$ cat src/design/sifhPkg.sv
package sifhPkg;

    // photon timestamp from the TDC
    localparam int TS_WIDTH = 8;

    // upper timestamp bits pick the bin
    localparam int BIN_BITS = 4;
    localparam int BIN_NUM = 1 << BIN_BITS;

    // per-bin count, saturating
    localparam int COUNT_WIDTH = 8;
    localparam logic [COUNT_WIDTH-1:0] COUNT_MAX = '1;

    // pixels sharing the one histogram memory
    localparam int PIXEL_NUM = 4;
    localparam int PIXEL_BITS = $clog2(PIXEL_NUM);

    // quota per pixel
    // acquisitions times samples in each acquisition
    localparam int ACQ_NUM = 4;
    localparam int DATA_NUM = 8;
    localparam int SAMPLES_PER_PIXEL = ACQ_NUM * DATA_NUM;
    localparam int SAMPLE_CNT_BITS = $clog2(SAMPLES_PER_PIXEL);

    // sequencer phases
    // ACQUIRE: timestamps accepted, wrEn high
    // DRAIN: last increment still in the pipe
    // SCAN: peak search and bin clear
    typedef enum logic [1:0] {
        ACQUIRE,
        DRAIN,
        SCAN
    } seqStateT;

endpackage
$ cat src/design/histBus.sv
interface histBus
    import sifhPkg::*;
();

    // read port, data one cycle after rEnable
    logic [BIN_BITS-1:0] raddr;
    logic rEnable;
    logic [COUNT_WIDTH-1:0] rdata;

    // write port
    logic [BIN_BITS-1:0] waddr;
    logic wEnable;
    logic [COUNT_WIDTH-1:0] wdata;

    // memory side
    modport ram (
        input  raddr, rEnable, waddr, wEnable, wdata,
        output rdata
    );

    // accumulator side, read-modify-write
    modport accum (
        output raddr, rEnable, waddr, wEnable, wdata,
        input  rdata
    );

    // scanner side, read then zero
    modport scan (
        output raddr, rEnable, waddr, wEnable, wdata,
        input  rdata
    );

endinterface

$ cat src/design/sifhTop.sv
module sifhTop
    import sifhPkg::*;
(
    input  logic                   clk,
    input  logic                   arstN,
    input  logic [TS_WIDTH-1:0]    timestamp,
    input  logic                   timestampValid,
    output logic                   wrEn,
    output logic                   peakValid,
    output logic [PIXEL_BITS-1:0]  peakPixel,
    output logic [BIN_BITS-1:0]    peakBin,
    output logic [COUNT_WIDTH-1:0] peakCount
);

    logic sampleEnable;
    logic busy;
    logic scanStart;
    logic scanActive;
    logic scanDone;
    logic resultEnable;
    logic [PIXEL_BITS-1:0] pixelIdx;

    // one memory, two users
    histBus accBus ();
    histBus scanBus ();

    // strobes outside acquire are dropped
    assign sampleEnable = timestampValid && wrEn;

    acqSequencer sequencer (
        .clk(clk),
        .arstN(arstN),
        .timestampValid(timestampValid),
        .busy(busy),
        .scanDone(scanDone),
        .wrEn(wrEn),
        .scanStart(scanStart),
        .scanActive(scanActive),
        .resultEnable(resultEnable),
        .pixelIdx(pixelIdx),
        .state()
    );

    histAccumulator accumulator (
        .clk(clk),
        .arstN(arstN),
        .timestamp(timestamp),
        .sampleEnable(sampleEnable),
        .busy(busy),
        .mem(accBus)
    );

    peakScanner scanner (
        .clk(clk),
        .arstN(arstN),
        .scanStart(scanStart),
        .resultEnable(resultEnable),
        .pixelIdx(pixelIdx),
        .mem(scanBus),
        .scanDone(scanDone),
        .peakValid(peakValid),
        .peakPixel(peakPixel),
        .peakBin(peakBin),
        .peakCount(peakCount)
    );

    histRam ram (
        .clk(clk),
        .scanActive(scanActive),
        .accPort(accBus),
        .scanPort(scanBus)
    );

endmodule

$ cat src/design/peakScanner.sv
module peakScanner
    import sifhPkg::*;
(
    input  logic                   clk,
    input  logic                   arstN,
    input  logic                   scanStart,
    input  logic                   resultEnable,
    input  logic [PIXEL_BITS-1:0]  pixelIdx,
    histBus.scan                   mem,
    output logic                   scanDone,
    output logic                   peakValid,
    output logic [PIXEL_BITS-1:0]  peakPixel,
    output logic [BIN_BITS-1:0]    peakBin,
    output logic [COUNT_WIDTH-1:0] peakCount
);

    // read sweep
    logic rdActive;
    logic [BIN_BITS-1:0] rdAddr;

    // compare stage, one cycle behind the read
    logic cmpValid;
    logic [BIN_BITS-1:0] cmpBin;
    logic lastCmp;
    logic takeNew;

    // running maximum
    logic [COUNT_WIDTH-1:0] maxCount;
    logic [BIN_BITS-1:0] maxBin;

    // strictly greater keeps the lowest bin on a tie
    assign takeNew = cmpValid && (mem.rdata > maxCount);
    assign lastCmp = cmpValid && (cmpBin == BIN_BITS'(BIN_NUM - 1));

    // sweep starts the cycle after scanStart
    always_ff @(posedge clk or negedge arstN) begin
        if (!arstN) begin
            rdActive <= 1'b0;
            cmpValid <= 1'b0;
            scanDone <= 1'b0;
            peakValid <= 1'b0;
        end else begin
            if (scanStart) begin
                rdActive <= 1'b1;
            end else if (rdActive && (rdAddr == BIN_BITS'(BIN_NUM - 1))) begin
                rdActive <= 1'b0;
            end
            cmpValid <= rdActive;
            // result lands BIN_NUM + 2 after scanStart
            scanDone <= lastCmp;
            peakValid <= lastCmp && resultEnable;
        end
    end

    always_ff @(posedge clk) begin
        if (scanStart) begin
            rdAddr <= '0;
        end else if (rdActive) begin
            rdAddr <= rdAddr + 1'b1;
        end
        cmpBin <= rdAddr;
        if (scanStart) begin
            maxCount <= '0;
            maxBin <= '0;
        end else if (takeNew) begin
            maxCount <= mem.rdata;
            maxBin <= cmpBin;
        end
        // last bin may itself be the peak
        if (lastCmp) begin
            peakPixel <= pixelIdx;
            peakBin <= takeNew ? cmpBin : maxBin;
            peakCount <= takeNew ? mem.rdata : maxCount;
        end
    end

    assign mem.raddr = rdAddr;
    assign mem.rEnable = rdActive;

    // zero each bin once its count has been read
    assign mem.waddr = cmpBin;
    assign mem.wEnable = cmpValid;
    assign mem.wdata = '0;

endmodule

$ cat src/design/histAccumulator.sv
module histAccumulator
    import sifhPkg::*;
(
    input  logic                clk,
    input  logic                arstN,
    input  logic [TS_WIDTH-1:0] timestamp,
    input  logic                sampleEnable,
    output logic                busy,
    histBus.accum               mem
);

    // stage one, bin from the timestamp MSBs
    logic [BIN_BITS-1:0] bin;

    // stage two, increment and write back
    logic s2Valid;
    logic [BIN_BITS-1:0] s2Bin;
    logic [COUNT_WIDTH-1:0] baseCount;
    logic [COUNT_WIDTH-1:0] newCount;

    // forwarding of the previous write
    logic fwdHit;
    logic [COUNT_WIDTH-1:0] fwdData;

    assign bin = timestamp[TS_WIDTH-1 -: BIN_BITS];

    // read is issued in the accept cycle
    assign mem.raddr = bin;
    assign mem.rEnable = sampleEnable;

    // control of the pipe
    always_ff @(posedge clk or negedge arstN) begin
        if (!arstN) begin
            s2Valid <= 1'b0;
            fwdHit <= 1'b0;
        end else begin
            s2Valid <= sampleEnable;
            // this read misses the write happening now
            fwdHit <= sampleEnable && s2Valid && (bin == s2Bin);
        end
    end

    // payload
    always_ff @(posedge clk) begin
        s2Bin <= bin;
        fwdData <= newCount;
    end

    // stale read data is replaced by the value just written
    assign baseCount = fwdHit ? fwdData : mem.rdata;

    // hold at full scale instead of wrapping
    assign newCount = (baseCount == COUNT_MAX) ? baseCount : baseCount + 1'b1;

    // write one cycle after the read
    assign mem.waddr = s2Bin;
    assign mem.wEnable = s2Valid;
    assign mem.wdata = newCount;

    // in flight from accept until the write
    assign busy = sampleEnable || s2Valid;

endmodule

$ cat src/design/acqSequencer.sv
module acqSequencer
    import sifhPkg::*;
(
    input  logic                  clk,
    input  logic                  arstN,
    input  logic                  timestampValid,
    input  logic                  busy,
    input  logic                  scanDone,
    output logic                  wrEn,
    output logic                  scanStart,
    output logic                  scanActive,
    output logic                  resultEnable,
    output logic [PIXEL_BITS-1:0] pixelIdx,
    output seqStateT              state
);

    // accepted samples of the current pixel
    logic [SAMPLE_CNT_BITS-1:0] sampleCount;
    logic accept;
    logic lastSample;
    // one-cycle kick for the clear sweep out of reset
    logic initStart;
    // high until the reset-time clear is done
    logic clearing;

    // timestamps only count while acquiring
    assign wrEn = (state == ACQUIRE);
    assign accept = timestampValid && wrEn;
    assign lastSample = (sampleCount == SAMPLE_CNT_BITS'(SAMPLES_PER_PIXEL - 1));

    // start the sweep once the last increment has landed
    assign scanStart = initStart || ((state == DRAIN) && !busy);
    assign scanActive = (state == SCAN);

    // no result for the clear sweep
    assign resultEnable = !clearing;

    always_ff @(posedge clk or negedge arstN) begin
        if (!arstN) begin
            // memory has no reset, so clear it with a silent scan first
            state <= SCAN;
            sampleCount <= '0;
            pixelIdx <= '0;
            initStart <= 1'b1;
            clearing <= 1'b1;
        end else begin
            initStart <= 1'b0;
            case (state)
                ACQUIRE: begin
                    if (accept) begin
                        if (lastSample) begin
                            // quota reached, wrEn drops next cycle
                            sampleCount <= '0;
                            state <= DRAIN;
                        end else begin
                            sampleCount <= sampleCount + 1'b1;
                        end
                    end
                end
                DRAIN: begin
                    if (!busy) begin
                        state <= SCAN;
                    end
                end
                SCAN: begin
                    if (scanDone) begin
                        state <= ACQUIRE;
                        clearing <= 1'b0;
                        // pixel index stays at 0 after the clear sweep
                        if (!clearing) begin
                            pixelIdx <= (pixelIdx == PIXEL_BITS'(PIXEL_NUM - 1)) ?
                                        '0 : pixelIdx + 1'b1;
                        end
                    end
                end
                default: begin
                    state <= ACQUIRE;
                end
            endcase
        end
    end

endmodule

$ cat src/design/histRam.sv
module histRam
    import sifhPkg::*;
(
    input  logic clk,
    input  logic scanActive,
    histBus.ram  accPort,
    histBus.ram  scanPort
);

    // bin counts, one word per bin
    logic [COUNT_WIDTH-1:0] binMem [BIN_NUM];

    // selected port
    logic [BIN_BITS-1:0] raddr;
    logic rEnable;
    logic [BIN_BITS-1:0] waddr;
    logic wEnable;
    logic [COUNT_WIDTH-1:0] wdata;
    logic [COUNT_WIDTH-1:0] rdataQ;

    // scanner owns the memory during the scan phase
    // the sequencer keeps the two users apart
    always_comb begin
        if (scanActive) begin
            raddr = scanPort.raddr;
            rEnable = scanPort.rEnable;
            waddr = scanPort.waddr;
            wEnable = scanPort.wEnable;
            wdata = scanPort.wdata;
        end else begin
            raddr = accPort.raddr;
            rEnable = accPort.rEnable;
            waddr = accPort.waddr;
            wEnable = accPort.wEnable;
            wdata = accPort.wdata;
        end
    end

    // read returns the old word on a same-address write
    always_ff @(posedge clk) begin
        if (wEnable) begin
            binMem[waddr] <= wdata;
        end
        if (rEnable) begin
            rdataQ <= binMem[raddr];
        end
    end

    // both users see the same read register
    assign accPort.rdata = rdataQ;
    assign scanPort.rdata = rdataQ;

endmodule

$ cat config.mk
export PLATFORM = sky130hd
export DESIGN_NAME = sifhTop
export DESIGN_NICKNAME = d
export VERILOG_FILES = /design/src/design/sifhPkg.sv /design/src/design/histBus.sv /design/src/design/sifhTop.sv /design/src/design/peakScanner.sv /design/src/design/histAccumulator.sv /design/src/design/acqSequencer.sv /design/src/design/histRam.sv
export SDC_FILE = /design/constraint.sdc
export NUM_CORES = 1
export LEC_CHECK = 0
export CAP_MARGIN = 5
export CORE_ASPECT_RATIO = 0.7
export CORE_UTILIZATION = 33
export CTS_BUF_LIST = sky130_fd_sc_hd__clkbuf_4 sky130_fd_sc_hd__clkbuf_8 sky130_fd_sc_hd__clkbuf_16
export CTS_CLUSTER_SIZE = 14
export DETAILED_ROUTE_END_ITERATION = 8
export DONT_BUFFER_PORTS = 1
export SLEW_MARGIN = 20
export SYNTH_ARGS = -nofsm -noshare
export SYNTH_HDL_FRONTEND = slang
export SYNTH_SLANG_ARGS = --single-unit
$ cat constraint.sdc
create_clock -name clk -period 3.3 [get_ports clk]
set_input_delay 0.66 -clock clk [delete_from_list [all_inputs] [get_ports clk]]
set_output_delay 0.66 -clock clk [all_outputs]
set_load 0.02 [all_outputs]
==> qor.csv <==
stage,metric,value,unit
sta,Fin Setup TNS,0,ps
setup_path,worst path required time,3600,ps
synthesis,"FF+latch count, synth",199,
cells_and_area,fillers,2272,
sta,final hold slack,67.42,ps
detailed_routing,Routed Antenna Nets,0,
synthesis,number of synthesized flops with an enable pin,150,
power,Lkg Pwr,3.594,nW
cts,CTS sink count,199,
setup_path,CP top delay family,compound AO/OA/AOI/OAI gates,
setup_path,"Max FO, Critical Path",33,
detailed_routing,DRT Wirelength,19.53,mm
setup_path,CP Launch Type,flop,
setup_path,CP Buf/Inv Count,1,
cts,htree depth,4,
die,Rows,48,
cts,Post-CTS Setup Inserts,0,
cells_and_area,P&R area growth vs syn,13.58,%
synthesis,combinational family with the most area after synthesis,multiplexers,
die,Initial Util,0.3417,
synthesis,Mapped Nets,645,
synthesis,Post-Synth Adder-Cell Area,0.01901,
synthesis,post-synth cell types,51,
cells_and_area,design area,9719,sq um
placement,Final HPWL DP,13.36,mm
detailed_routing,drt drc,0,
flow_run,number of max-cap violations,0,
global_routing,vias in the first global route,5244,
placement,number of I/O port buffers,0,
synthesis,syn avg cell area,13.78,sq um
cts,Hold Buf Count CTS,1,
cts,CTS tree,yes,
cts,clock latency on the worst-skew pair,430,ps
sta,Fin. Hold Viols,0,
sta,Worst slew margin,0.3050,
detailed_routing,vias per cell,5.268,
die,io pins,27,
cells_and_area,Final nets,675,
sta,Clock Skew,11.41,ps
setup_path,Slowest cell on crit path,a2111oi_0,
synthesis,Yosys Warn Count,0,
cells_and_area,Util after Layout,0.3881,
setup_path,crit-path cells,"nand2b_4, a31oi_1, nor3_1, a2111oi_0, buf_4, a22o_1",
synthesis,mux share of post-synthesis cell area,0.1078,
sta,Pins Over Slew Limit,0,
setup_path,Arrival @ worst endpoint,3360,ps
placement,placed cell areas,9128,sq um
synthesis,asr flop ratio synth,0.08543,
outcome,status,completed,
synthesis,Mapped Area,8557,sq um
sta,# setup viols final,0,
min_path,worst min-delay path class,in -> async,
detailed_routing,Via Count,5210,
synthesis,register area share after synthesis,0.6514,
global_routing,grt ovf,0,
synthesis,post-synthesis cell count,621,
sta,highest clock rate,0.3267,GHz
cells_and_area,share of cells above drive strength 1,0.1566,
power,peak supply drop,0.0004553,V
synthesis,most frequent cells after synthesis,"edfxtp_1, mux2i_1, nor2_1",
synthesis,Post-Synth XOR/XNOR Area,0.009212,
die,Core Box Area,25040,sq um
global_routing,global-route wire length before repair,30.27,mm
cts,Root Driver,clkbuf_16,
sta,RSZ-0062 raised after global routing,no,
die,Die Y-Extent,136.7,um
cts,Worst-path clk slew,70,ps
global_routing,largest net degree at the start of global routing,34,
setup_path,Worst Setup End Kind,flop,
synthesis,top-count cell post-synth,edfxtp_1,
synthesis,"top cells by area, synth","edfxtp_1, dfxtp_1, mux2i_1",
detailed_routing,initial DRC count,401,
setup_path,CP peak stage delay,780,ps
sta,worst slew pin tran,1041,ps
placement,Placer Congestion,0.8098,
detailed_routing,WL/cell,19.75,um
sta,period utilization,0.9276,
synthesis,Compound-Gate Fraction of Synth Area,0.09490,
sta,Final min period,3061,ps
cts,Longest Clk Path Bufs,2,
global_routing,GRT Overall Usage,0.1520,
die,die area,26590,sq um
synthesis,predominant post-synthesis flop cell,edfxtp_1,
setup_path,Crit Path Class,reg -> reg,
synthesis,Yosys top cell area share,0.5264,
synthesis,cell taking the most area after synthesis,edfxtp_1,
detailed_routing,drt pass-1 iters,5,
cts,CTS Buf Count,17,
cts,# resized after CTS,0,
global_routing,initial antenna violation count,0,
cells_and_area,diodes inserted,0,
die,Die W,194.5,um
synthesis,Post-Synth Simple-Gate Area,0.08700,
power,power per cell area,869.0,nW/um^2
## worst paths after layout
path	start	to	slack, ps	cells after the start
worst min-delay path	arstN	sequencer.clearing	70	0
worst min register to register	scanner.scanDone	sequencer.state[1]	460	1
max in group asynchronous	arstN	sequencer.sampleCount[3]	2130	1
worst max register to register	sequencer.state[1]	ram.accPort.rdata[6]	240	6
min in group clk	timestamp[6]	accumulator.mem.waddr[2]	260	0
worst max-delay path	sequencer.state[1]	ram.accPort.rdata[6]	240	6
## sequential cells by signal (all words and copies together) (netlist names), 5 cells and up
signal / count
accumulator.fwdData: 8
ram.accPort.rdata: 8
ram.binMem: 128
scanner.maxCount: 8
scanner.peakCount: 8
sequencer.sampleCount: 5
## layout make-up
cell class / count / area [sq um] / area share
inverter: 30 / 112.6 / 0.01159
tap: 325 / 406.6 / 0.04184
timing repair buffer: 40 / 315.3 / 0.03244
clock inverter: 14 / 148.9 / 0.01532
multi-input combinational: 363 / 2729 / 0.2808
clock buffer: 18 / 432.9 / 0.04454
sequential: 199 / 5574 / 0.5735
## logic make-up (layout without fill, tap and decap cells)
| kind of cell | Yosys count | in the layout |
|---|---|---|
| adders and majority gates | 13 | 13 |
| DFF | 199 | 199 |
| AOI/OAI and AO/OA | 104 | 104 |
| buffers and inverters | 59 | 102 |
| xor gates and xnor gates | 9 | 9 |
| other | 1 | 1 |
| and+or+nand+nor | 147 | 147 |
| muxes | 89 | 89 |
## per-stage QoR
step | std cells | setup slack, ps | power [W]
6_report | 989 | 238.9 | 0.008446
3_3_place_gp | 956 | 403.7 | 0.006251
2_1_floorplan | 621 | 507.2 | 0.005428
3_5_place_dp | 956 | 340.6 | 0.006399
5_1_grt | 989 | 95.56 | 0.008858
4_1_cts | 989 | 315.0 | 0.008470
## placed cells by master, fill, tap and decap left out, drive strengths merged, types with 10 or more instances in the layout
cell type,n
buf,39
mux2,25
a31oi,10
nand2,28
edfxtp,150
o221ai,16
mux2i,64
ha,13
nand3,11
dfrtp,14
nor2,50
nor2b,13
clkbuf,18
dfxtp,32
inv,34
a211oi,26
## metal layers
metal  vias to the layer above  wire length (um)  GRT usage
met5                         -                 0          0
met4                         0               162    0.03263
met3                        22              1371    0.03918
met2                       151              8671     0.2316
met1                      2619              9328     0.2171
li1                       2418                 -          -
## report_power, final
part           leakage, nW  internal [W]  switching (W)
logic                 1.48       0.00100        0.00164
registers             1.83       0.00351       0.000226
clock network        0.285       0.00113       0.000936
total                 3.59       0.00564        0.00280
(Power assumes the default switching activity.)
